[src/source/pool_pkg.sv]
// Max-pooling unit shared definitions
// Widths, core count and the packed payload types

package pool_pkg;

    // ==========================================================
    // Sizes
    // ==========================================================

    // Pooling cores working side by side
    localparam int NUM_CORE       = 2;

    // Activations per feature row
    localparam int LANES          = 8;

    // Unsigned activation width
    localparam int ACT_WIDTH      = 8;

    // Address and index width
    localparam int IDX_WIDTH      = 16;

    // Neighbour count width
    localparam int K_WIDTH        = 5;

    // Core number width
    localparam int CORE_SEL_WIDTH = 1;

    // ==========================================================
    // Payload types
    // ==========================================================

    // One feature row, lane 0 in the low byte
    typedef logic [LANES-1:0][ACT_WIDTH-1:0] act_row_t;

    // Per-core job description
    typedef struct packed {
        logic [IDX_WIDTH-1:0] nip;
        logic [K_WIDTH-1:0]   k;
        logic [IDX_WIDTH-1:0] rd_base;
        logic [IDX_WIDTH-1:0] wr_base;
    } pool_cfg_t;

    // One output row write
    typedef struct packed {
        logic [IDX_WIDTH-1:0] addr;
        act_row_t             dat;
    } ofm_wr_t;

endpackage

[src/source/max_array.sv]
`timescale 1ns/1ps

// Lane-wise running maximum over the rows of one output point

module max_array (
    input  logic               clk,
    input  logic               rst_n,
    input  logic               load_row,
    input  logic               first_nbr,
    input  pool_pkg::act_row_t row,
    output pool_pkg::act_row_t max_row
);
    import pool_pkg::*;

    // ==========================================================
    // One compare and register per lane
    // ==========================================================

    for (genvar l = 0; l < LANES; l++) begin : g_lane
        logic [ACT_WIDTH-1:0] lane_in;
        logic [ACT_WIDTH-1:0] lane_q;
        logic                 take_in;

        assign lane_in = row[l];

        // First row of a point replaces the old maximum
        assign take_in = first_nbr | (lane_in > lane_q);

        always_ff @(posedge clk or negedge rst_n) begin
            if (!rst_n) begin
                lane_q <= '0;
            end else if (load_row && take_in) begin
                lane_q <= lane_in;
            end
        end

        assign max_row[l] = lane_q;
    end

endmodule

[src/source/ofm_wr_arbiter.sv]
`timescale 1ns/1ps

// Round-robin write arbiter
// Merges the core write requests onto the single output write port

module ofm_wr_arbiter (
    input  logic                                      clk,
    input  logic                                      rst_n,
    input  logic [pool_pkg::NUM_CORE-1:0]             req_vld,
    input  pool_pkg::ofm_wr_t [pool_pkg::NUM_CORE-1:0] req,
    output logic [pool_pkg::NUM_CORE-1:0]             req_rdy,
    output logic                                      ofm_wr_vld,
    output pool_pkg::ofm_wr_t                         ofm_wr,
    input  logic                                      ofm_wr_rdy
);
    import pool_pkg::*;

    logic [CORE_SEL_WIDTH-1:0] last_sel;
    logic [CORE_SEL_WIDTH-1:0] lock_sel;
    logic                      locked;
    logic [CORE_SEL_WIDTH-1:0] cand;
    logic [CORE_SEL_WIDTH-1:0] rr_sel;
    logic                      rr_hit;
    logic [CORE_SEL_WIDTH-1:0] sel;

    // ==========================================================
    // Grant selection
    // ==========================================================

    // Search starts at the core after the last one served
    always_comb begin
        rr_sel = last_sel;
        rr_hit = 1'b0;
        cand   = last_sel;
        for (int i = 1; i <= NUM_CORE; i++) begin
            cand = CORE_SEL_WIDTH'((int'(last_sel) + i) % NUM_CORE);
            if (!rr_hit && req_vld[cand]) begin
                rr_sel = cand;
                rr_hit = 1'b1;
            end
        end
    end

    // A stalled offer keeps its grant
    assign sel        = locked ? lock_sel : rr_sel;
    assign ofm_wr_vld = req_vld[sel];
    assign ofm_wr     = req[sel];

    always_comb begin
        for (int i = 0; i < NUM_CORE; i++) begin
            req_rdy[i] = ofm_wr_rdy & (sel == CORE_SEL_WIDTH'(i));
        end
    end

    // ==========================================================
    // Pointer and lock
    // ==========================================================

    always_ff @(posedge clk or negedge rst_n) begin
        if (!rst_n) begin
            // Last served is the top core, so core 0 goes first
            last_sel <= CORE_SEL_WIDTH'(NUM_CORE - 1);
            lock_sel <= '0;
            locked   <= 1'b0;
        end else begin
            locked   <= ofm_wr_vld & ~ofm_wr_rdy;
            lock_sel <= sel;
            if (ofm_wr_vld && ofm_wr_rdy) begin
                last_sel <= sel;
            end
        end
    end

endmodule

[src/source/pool_core.sv]
`timescale 1ns/1ps

// One max-pooling core
// Sequencer plus its lane-wise max datapath

module pool_core (
    input  logic                           clk,
    input  logic                           rst_n,
    input  logic                           cfg_vld,
    input  pool_pkg::pool_cfg_t            cfg,
    output logic                           cfg_rdy,
    input  logic                           map_vld,
    input  logic [pool_pkg::IDX_WIDTH-1:0] map_idx,
    output logic                           map_rdy,
    output logic                           rd_addr_vld,
    output logic [pool_pkg::IDX_WIDTH-1:0] rd_addr,
    input  logic                           rd_addr_rdy,
    input  logic                           rd_dat_vld,
    input  pool_pkg::act_row_t             rd_dat,
    output logic                           rd_dat_rdy,
    output logic                           wr_vld,
    output pool_pkg::ofm_wr_t              wr,
    input  logic                           wr_rdy
);
    import pool_pkg::*;

    logic     first_nbr;
    logic     load_row;
    act_row_t max_row;

    pool_ctrl pool_ctrl_inst (
        .clk         (clk),
        .rst_n       (rst_n),
        .cfg_vld     (cfg_vld),
        .cfg         (cfg),
        .cfg_rdy     (cfg_rdy),
        .map_vld     (map_vld),
        .map_idx     (map_idx),
        .map_rdy     (map_rdy),
        .rd_addr_vld (rd_addr_vld),
        .rd_addr     (rd_addr),
        .rd_addr_rdy (rd_addr_rdy),
        .rd_dat_vld  (rd_dat_vld),
        .rd_dat_rdy  (rd_dat_rdy),
        .first_nbr   (first_nbr),
        .load_row    (load_row),
        .max_row     (max_row),
        .wr_vld      (wr_vld),
        .wr          (wr),
        .wr_rdy      (wr_rdy)
    );

    // Row data lands here on each read data transfer
    max_array max_array_inst (
        .clk       (clk),
        .rst_n     (rst_n),
        .load_row  (load_row),
        .first_nbr (first_nbr),
        .row       (rd_dat),
        .max_row   (max_row)
    );

endmodule

[src/source/pool_ctrl.sv]
`timescale 1ns/1ps

// Pooling core sequencer
// Counts points and neighbours, drives the map, read and write handshakes

module pool_ctrl (
    input  logic                           clk,
    input  logic                           rst_n,
    input  logic                           cfg_vld,
    input  pool_pkg::pool_cfg_t            cfg,
    output logic                           cfg_rdy,
    input  logic                           map_vld,
    input  logic [pool_pkg::IDX_WIDTH-1:0] map_idx,
    output logic                           map_rdy,
    output logic                           rd_addr_vld,
    output logic [pool_pkg::IDX_WIDTH-1:0] rd_addr,
    input  logic                           rd_addr_rdy,
    input  logic                           rd_dat_vld,
    output logic                           rd_dat_rdy,
    output logic                           first_nbr,
    output logic                           load_row,
    input  pool_pkg::act_row_t             max_row,
    output logic                           wr_vld,
    output pool_pkg::ofm_wr_t              wr,
    input  logic                           wr_rdy
);
    import pool_pkg::*;

    typedef enum logic [1:0] {
        ST_IDLE,
        ST_IDX,
        ST_DAT,
        ST_WR
    } state_t;

    state_t               state;
    pool_cfg_t            cfg_q;
    logic [K_WIDTH-1:0]   nbr_cnt;
    logic [IDX_WIDTH-1:0] pt_cnt;
    logic                 idx_xfer;
    logic                 wr_xfer;
    logic                 last_nbr;
    logic                 last_pt;

    // ==========================================================
    // Handshakes
    // ==========================================================

    assign cfg_rdy     = (state == ST_IDLE);

    // Map index and read address move together
    assign map_rdy     = (state == ST_IDX) & rd_addr_rdy;
    assign rd_addr_vld = (state == ST_IDX) & map_vld;
    assign rd_addr     = cfg_q.rd_base + map_idx;
    assign idx_xfer    = map_vld & map_rdy;

    // One read outstanding, so data is only taken in the data wait
    assign rd_dat_rdy  = (state == ST_DAT);
    assign load_row    = rd_dat_vld & rd_dat_rdy;
    assign first_nbr   = (nbr_cnt == '0);

    assign wr_vld      = (state == ST_WR);
    assign wr.addr     = cfg_q.wr_base + pt_cnt;
    assign wr.dat      = max_row;
    assign wr_xfer     = wr_vld & wr_rdy;

    assign last_nbr    = (nbr_cnt == cfg_q.k - K_WIDTH'(1));
    assign last_pt     = (pt_cnt == cfg_q.nip - IDX_WIDTH'(1));

    // ==========================================================
    // FSM and counters
    // ==========================================================

    always_ff @(posedge clk or negedge rst_n) begin
        if (!rst_n) begin
            state   <= ST_IDLE;
            cfg_q   <= '0;
            nbr_cnt <= '0;
            pt_cnt  <= '0;
        end else begin
            case (state)
                ST_IDLE: begin
                    if (cfg_vld) begin
                        cfg_q   <= cfg;
                        nbr_cnt <= '0;
                        pt_cnt  <= '0;
                        state   <= ST_IDX;
                    end
                end
                ST_IDX: begin
                    if (idx_xfer) begin
                        state <= ST_DAT;
                    end
                end
                ST_DAT: begin
                    if (load_row) begin
                        if (last_nbr) begin
                            nbr_cnt <= '0;
                            state   <= ST_WR;
                        end else begin
                            nbr_cnt <= nbr_cnt + K_WIDTH'(1);
                            state   <= ST_IDX;
                        end
                    end
                end
                ST_WR: begin
                    // Stalls here while the arbiter holds off the write
                    if (wr_xfer) begin
                        if (last_pt) begin
                            state <= ST_IDLE;
                        end else begin
                            pt_cnt <= pt_cnt + IDX_WIDTH'(1);
                            state  <= ST_IDX;
                        end
                    end
                end
                default: state <= ST_IDLE;
            endcase
        end
    end

endmodule

[src/source/pool_top.sv]
`timescale 1ns/1ps

// Multi-core max-pooling unit
// Two pooling cores with a shared round-robin output write port

module pool_top (
    input  logic                                                clk,
    input  logic                                                rst_n,
    input  logic [pool_pkg::NUM_CORE-1:0]                       cfg_vld,
    input  pool_pkg::pool_cfg_t [pool_pkg::NUM_CORE-1:0]        cfg,
    output logic [pool_pkg::NUM_CORE-1:0]                       cfg_rdy,
    input  logic [pool_pkg::NUM_CORE-1:0]                       map_vld,
    input  logic [pool_pkg::NUM_CORE-1:0][pool_pkg::IDX_WIDTH-1:0] map_idx,
    output logic [pool_pkg::NUM_CORE-1:0]                       map_rdy,
    output logic [pool_pkg::NUM_CORE-1:0]                       rd_addr_vld,
    output logic [pool_pkg::NUM_CORE-1:0][pool_pkg::IDX_WIDTH-1:0] rd_addr,
    input  logic [pool_pkg::NUM_CORE-1:0]                       rd_addr_rdy,
    input  logic [pool_pkg::NUM_CORE-1:0]                       rd_dat_vld,
    input  pool_pkg::act_row_t [pool_pkg::NUM_CORE-1:0]         rd_dat,
    output logic [pool_pkg::NUM_CORE-1:0]                       rd_dat_rdy,
    output logic                                                ofm_wr_vld,
    output pool_pkg::ofm_wr_t                                   ofm_wr,
    input  logic                                                ofm_wr_rdy
);
    import pool_pkg::*;

    logic    [NUM_CORE-1:0] core_wr_vld;
    ofm_wr_t [NUM_CORE-1:0] core_wr;
    logic    [NUM_CORE-1:0] core_wr_rdy;

    // ==========================================================
    // Pooling cores
    // ==========================================================

    for (genvar c = 0; c < NUM_CORE; c++) begin : g_core
        pool_core pool_core_inst (
            .clk         (clk),
            .rst_n       (rst_n),
            .cfg_vld     (cfg_vld[c]),
            .cfg         (cfg[c]),
            .cfg_rdy     (cfg_rdy[c]),
            .map_vld     (map_vld[c]),
            .map_idx     (map_idx[c]),
            .map_rdy     (map_rdy[c]),
            .rd_addr_vld (rd_addr_vld[c]),
            .rd_addr     (rd_addr[c]),
            .rd_addr_rdy (rd_addr_rdy[c]),
            .rd_dat_vld  (rd_dat_vld[c]),
            .rd_dat      (rd_dat[c]),
            .rd_dat_rdy  (rd_dat_rdy[c]),
            .wr_vld      (core_wr_vld[c]),
            .wr          (core_wr[c]),
            .wr_rdy      (core_wr_rdy[c])
        );
    end

    // Output write merge
    ofm_wr_arbiter ofm_wr_arbiter_inst (
        .clk        (clk),
        .rst_n      (rst_n),
        .req_vld    (core_wr_vld),
        .req        (core_wr),
        .req_rdy    (core_wr_rdy),
        .ofm_wr_vld (ofm_wr_vld),
        .ofm_wr     (ofm_wr),
        .ofm_wr_rdy (ofm_wr_rdy)
    );

endmodule

[config.mk]
export PLATFORM = sky130hd
export DESIGN_NAME = pool_top
export DESIGN_NICKNAME = d
export VERILOG_FILES = /design/src/source/pool_pkg.sv /design/src/source/max_array.sv /design/src/source/ofm_wr_arbiter.sv /design/src/source/pool_core.sv /design/src/source/pool_ctrl.sv /design/src/source/pool_top.sv
export SDC_FILE = /design/constraint.sdc
export NUM_CORES = 1
export LEC_CHECK = 0
export BUFFER_PORTS_ARGS = -buffer_cell sky130_fd_sc_hd__buf_2
export CORE_ASPECT_RATIO = 1.2
export CORE_MARGIN = 2
export CORE_UTILIZATION = 51
export CTS_CLUSTER_SIZE = 20
export DETAILED_ROUTE_END_ITERATION = 6
export GPL_ROUTABILITY_DRIVEN = 0
export GPL_TIMING_DRIVEN = 0
export PLACE_DENSITY = 0.78
export SLEW_MARGIN = 20
export SYNTH_ARGS = -nofsm -noshare
export SYNTH_HDL_FRONTEND = slang
export SYNTH_SLANG_ARGS = --single-unit
export TNS_END_PERCENT = 1
[constraint.sdc]
create_clock -name clk -period 3.75 [get_ports clk]
set_input_delay 0.9375 -clock clk [delete_from_list [all_inputs] [get_ports clk]]
set_output_delay 0.9375 -clock clk [all_outputs]
set_load 0.02 [all_outputs]
# --- Word level (Yosys, flattened, before mapping) ---
# Cells that the tools add are included.
word_totals:
  regBits: 283
  output_inout_bits: 121
  input_bits: 277
classes:
  order_cmp: 19
  n_mux: 42
  eq_ne: 20
  n_reduce_logical: 35
  addsub: 14
  bitwise: 31
ops:
  columns: ["cell", "n"]
  rows:
  - ["$mux W80", 2]
  - ["$gt A8 B8 Y1", 16]
  - ["$mux W16", 6]
  - ["$add A16 B16 Y16", 4]
  - ["$pmux W16 S2", 2]
  - ["$add A16 B1 Y16 const B", 2]
  - ["$eq A16 B16 Y1", 2]
  - ["$sub A16 B1 Y16 const B", 2]
  - ["$mux W5", 6]
  - ["$mux W2", 10]
  - ["$pmux W5 S2", 2]
  - ["$logic_and A1 B1 Y1", 18]
  - ["$ne A2 B2 Y1 const B", 8]
  - ["$or A1 B1 Y1", 16]
  - ["$pmux W2 S4", 2]
  - ["$reduce_and A4 Y1", 4]
  - ["$and A1 B1 Y1", 13]
  - ["$mux W1", 12]
  - ["$add A5 B1 Y5 const B", 2]
  - ["$eq A5 B5 Y1", 2]
  - ["$logic_not A5 Y1", 2]
  - ["$sub A5 B1 Y5 const B", 2]
  - ["$eq A2 B2 Y1 const B", 4]
  - ["$reduce_bool A2 Y1", 4]
  - ["9 further kinds", 18]

# --- Longest topological paths before layout ---
depth:
  ltp_word: 13
  mapped_depth: 13

# --- Modules after synthesis ---
# Synthesis repeated with hierarchy kept, for this count alone.
hier_totals:
  hier_cells: 2300
  area_unflattened_um2: 21166.6
modules_own_cells:
  columns: ["module", "instances", "cells_per_inst", "area_per_inst_um2"]
  rows:
  - ["max_array", 2, 378, 4169.0]
  - ["pool_ctrl (g_core[0].pool_core_inst.pool_ctrl_inst)", 1, 719, 5864.4]
  - ["pool_ctrl (g_core[1].pool_core_inst.pool_ctrl_inst)", 1, 720, 5854.4]
  - ["ofm_wr_arbiter", 1, 105, 1109.8]

# --- Least setup slack after synthesis ---
# Ideal clock, no wire load.
synth_path:
  path_type: "in2out"
  startpoint: "input map_idx[16] in the netlist's numbering"
  endpoint: "output rd_addr[30] in the netlist's numbering"
  cell_stages: 11
  setup_slack_ns: -0.273
  required_time_ns: 2.812
  n_path_buf: 0
  arrival_ns: 3.086
  cell_sequence: "ha_1 > inv_1 > fa_1 > nor2b_1 > o21a_1 > o21ai_0 > a21oi_1 > o2111ai_1 > a31oi_1 > or4b_2 > nand3_1"
synth_lines:
  columns: ["item", "line_no", "rtl"]
  rows:
  - ["from (decl)", "pool_top.sv:13", "input logic [pool_pkg::NUM_CORE-1:0][pool_pkg::IDX_WIDTH-1:0] map_idx,"]
  - ["to (decl)", "pool_top.sv:16", "output logic [pool_pkg::NUM_CORE-1:0][pool_pkg::IDX_WIDTH-1:0] rd_addr,"]

==> out/metrics.cfg <==
[global_route]
grt_pass1_vias = 18433
grt_max_degree = 94
grt_use_met2 = 0.505
use_met1 = 0.327
grt_busiest_layer = met2
grt_overflow_total = 0
grt_usage = 0.285
antenna_found_initial = 8
grtUsageMet3 = 0.0558
grt_pass1_wl_um = 91800

[drt]
wl_per_cell_um = 18.3
vias_per_cell = 5.71
drt_iter0_drc = 1098
drc = 0
drt-total-wl_um = 58400
vias = 18166
dr.pass1.iters = 6
ant_nets = 0

[power]
p_per_area_nw_per_um2 = 839
p_leak_nw = 12.1
worst_ir_drop_vdd_uv = 570
p_total_w = 0.0201

[synthesis]
synthesis.nets = 2708
syn_avg_cell_area_um2 = 8.81
ys_types = 84
async_flop_share = 1.00
synth-seq-cells = 283
synth_area_um2 = 19600
syn_inst = 2229
synth_edf_count = 0
synth_seq_area_share = 0.361
ys.flop_type = dfrtp_1
yosysWarnings = 0

[sta]
tightest_slew_ns = 0.948
maxSlewHeadroom = 0.367
slew_violations = 0
min_period_ns = 4.21
post-route-period-util = 1.12
hold_violations = 0
fmax_mhz = 238
finClkSkew_ns = 0.0122
holdWs_ns = 0.281
setup_ws_ns = -0.459
setup_viol = 18
rsz0062_at_grt = yes

[clock_network]
cts_sinks = 283
ctsLongestPathBuffers = 3
htree_num_levels = 1
clock_latency_ns = 0.56
root_buffer = clkbuf_16
cts_buffers = 31
clk_pin_slew_ns = 0.06
cts_tree = yes

[floorplanning]
die_w_um = 183
start_util = 0.519
ioPinCount = 398
design.core.area_um2 = 37900
std_cell_rows = 78
dieArea_um2 = 40100
fp.dieH_um = 219

[setup_path]
startpoint = map_idx[16]
crit_path_end_kind = output port
critical_path_required_ns = 2.81
worstPathArrival_ns = 3.27
r2r_cells = 13
crit_end = rd_addr[30]
cp_max_fo = 3
path_class = in2out
rrSetupSlack_ns = 0.18
crit_path_start_kind = input port

[run]
max_cap_violations = 0

[placement]
hpwl_um = 45400
dpl_worst_slack_ns = -0.736
placed_cell_area_um2 = 22300
dp_cells = 3108
port_buffers = 396

[hold_path]
hp-class = in2async

[cells_and_area]
area.growth.synth_to_final_pct = 22.0
final_design_area_no_fill_um2 = 24000
drive_gt1_frac = 0.263
nNetsFinal = 3151
instances_no_fill = 3183

[outcome]
violations = setup timing
status = complete, but fails checks

-- layer usage --
layer / part of all wire / vias to the layer above / wire, um
met4: 0.050 / 4 / 2910
met1: 0.39 / 8677 / 22500
li1: - / 8604 / -
met2: 0.49 / 704 / 28500
met3: 0.076 / 177 / 4430
met5: 0.00039 / - / 23
-- how the worst min path moves through the flow --
stage                         start         to  depth (start not counted)
after floorplan           flip-flop  flip-flop                          2
after global placement    flip-flop  flip-flop                          2
after detailed placement  flip-flop  flip-flop                          2
after CTS                     rst_n  async pin                          1
after global routing          rst_n  async pin                          1
final                         rst_n  async pin                          1
-- report_power, final --
group | leakage [nW] | internal (W) | switching [W]
Combinational | 7.99 | 0.00459 | 0.00687
Sequential | 3.55 | 0.00435 | 0.00101
Clock | 0.536 | 0.00200 | 0.00129
-- critical path, cell delays in order --
cell and delay [ns]:
buf_2 0.10, ha_1 0.21, inv_1 0.08, fa_2 0.22
nor2b_1 0.05, o21a_1 0.19, o21ai_2 0.16, a21oi_2 0.09
o2111ai_2 0.29, a31oi_4 0.16, or4b_4 0.55, nand3_4 0.08
buf_4 0.15
-- state kept, by name, summed over array words and instances (netlist names) --
name / flops
g_core.pool_core_inst.pool_ctrl_inst.state: 4
g_core.pool_core_inst.pool_ctrl_inst.pt_cnt: 32
g_core.pool_core_inst.pool_ctrl_inst.cfg_q: 106
ofm_wr_arbiter_inst.lock_sel: 1
g_core.pool_core_inst.max_array_inst.g_lane.lane_q: 128
ofm_wr_arbiter_inst.locked: 1
g_core.pool_core_inst.pool_ctrl_inst.nbr_cnt: 10
ofm_wr_arbiter_inst.last_sel: 1
-- cells in the mapped netlist, types with 49 or more instances --
master    instances  share of area
nand2_1         456          0.087
dfrtp_1         282           0.36
ha_1            198           0.13
inv_1           189          0.036
o21ai_0         135          0.034
mux2_2          128          0.073
a21oi_1          79          0.020
nor2_1           67          0.013
xnor2_1          57          0.025
nand3_1          55          0.014
clkbuf_1         54          0.010
xor2_1           49          0.022
-- kinds of logic after synthesis --
kind of cell    count (synthesis)  synth area share
simple gates                  805             0.190
compound gates                428             0.139
flops                         283             0.361
buf+inv                       266            0.0536
fa+ha+maj                     202             0.130
mux                           139            0.0790
xor+xnor                      106            0.0473
-- metrics by stage --
step                setup TNS (ns)   util
floorplan                  -0.0369      -
global placement          -1029.43  0.588
detailed placement          -22.46  0.590
CTS                          -3.55  0.627
global route                 -5.98  0.633
finish                       -3.45  0.633
-- what timing repair did --
item | 4_1_cts | 5_1_grt
buffers inserted | 8 | 3
hold buffers | 0 | 0
resized for setup | 85 | 47
setup endpoints to repair | 94 | 51
pin swaps | 24 | 18
-- cells in the final DEF, fill, tap and decap left out, drive strengths merged, types with 45 or more instances in the layout --
| cell | netlist | final |
|---|---|---|
| nand2 | 456 | 456 |
| buf | 23 | 437 |
| dfrtp | 282 | 282 |
| ha | 198 | 198 |
| inv | 189 | 189 |
| o21ai | 149 | 149 |
| mux2 | 128 | 128 |
| clkbuf | 54 | 89 |
| a21oi | 85 | 85 |
| nor2 | 67 | 67 |
| xnor2 | 57 | 57 |
| nand3 | 56 | 56 |
| xor2 | 49 | 49 |
| o21a | 45 | 45 |
-- area by class of cell --
| cell class | count | area, um2 |
|---|---|---|
| buffer | 77 | 389 |
| clock buffer | 39 | 846 |
| clock inverter | 18 | 251 |
| timing repair buffer | 410 | 2210 |
| sequential | 283 | 7090 |
| antenna | 7 | 17.5 |
| fill | 3142 | 13900 |
| multi-input combinational | 1680 | 11800 |
| inverter | 189 | 709 |
| tap | 480 | 601 |
Power figures use the tool's default switching activity.
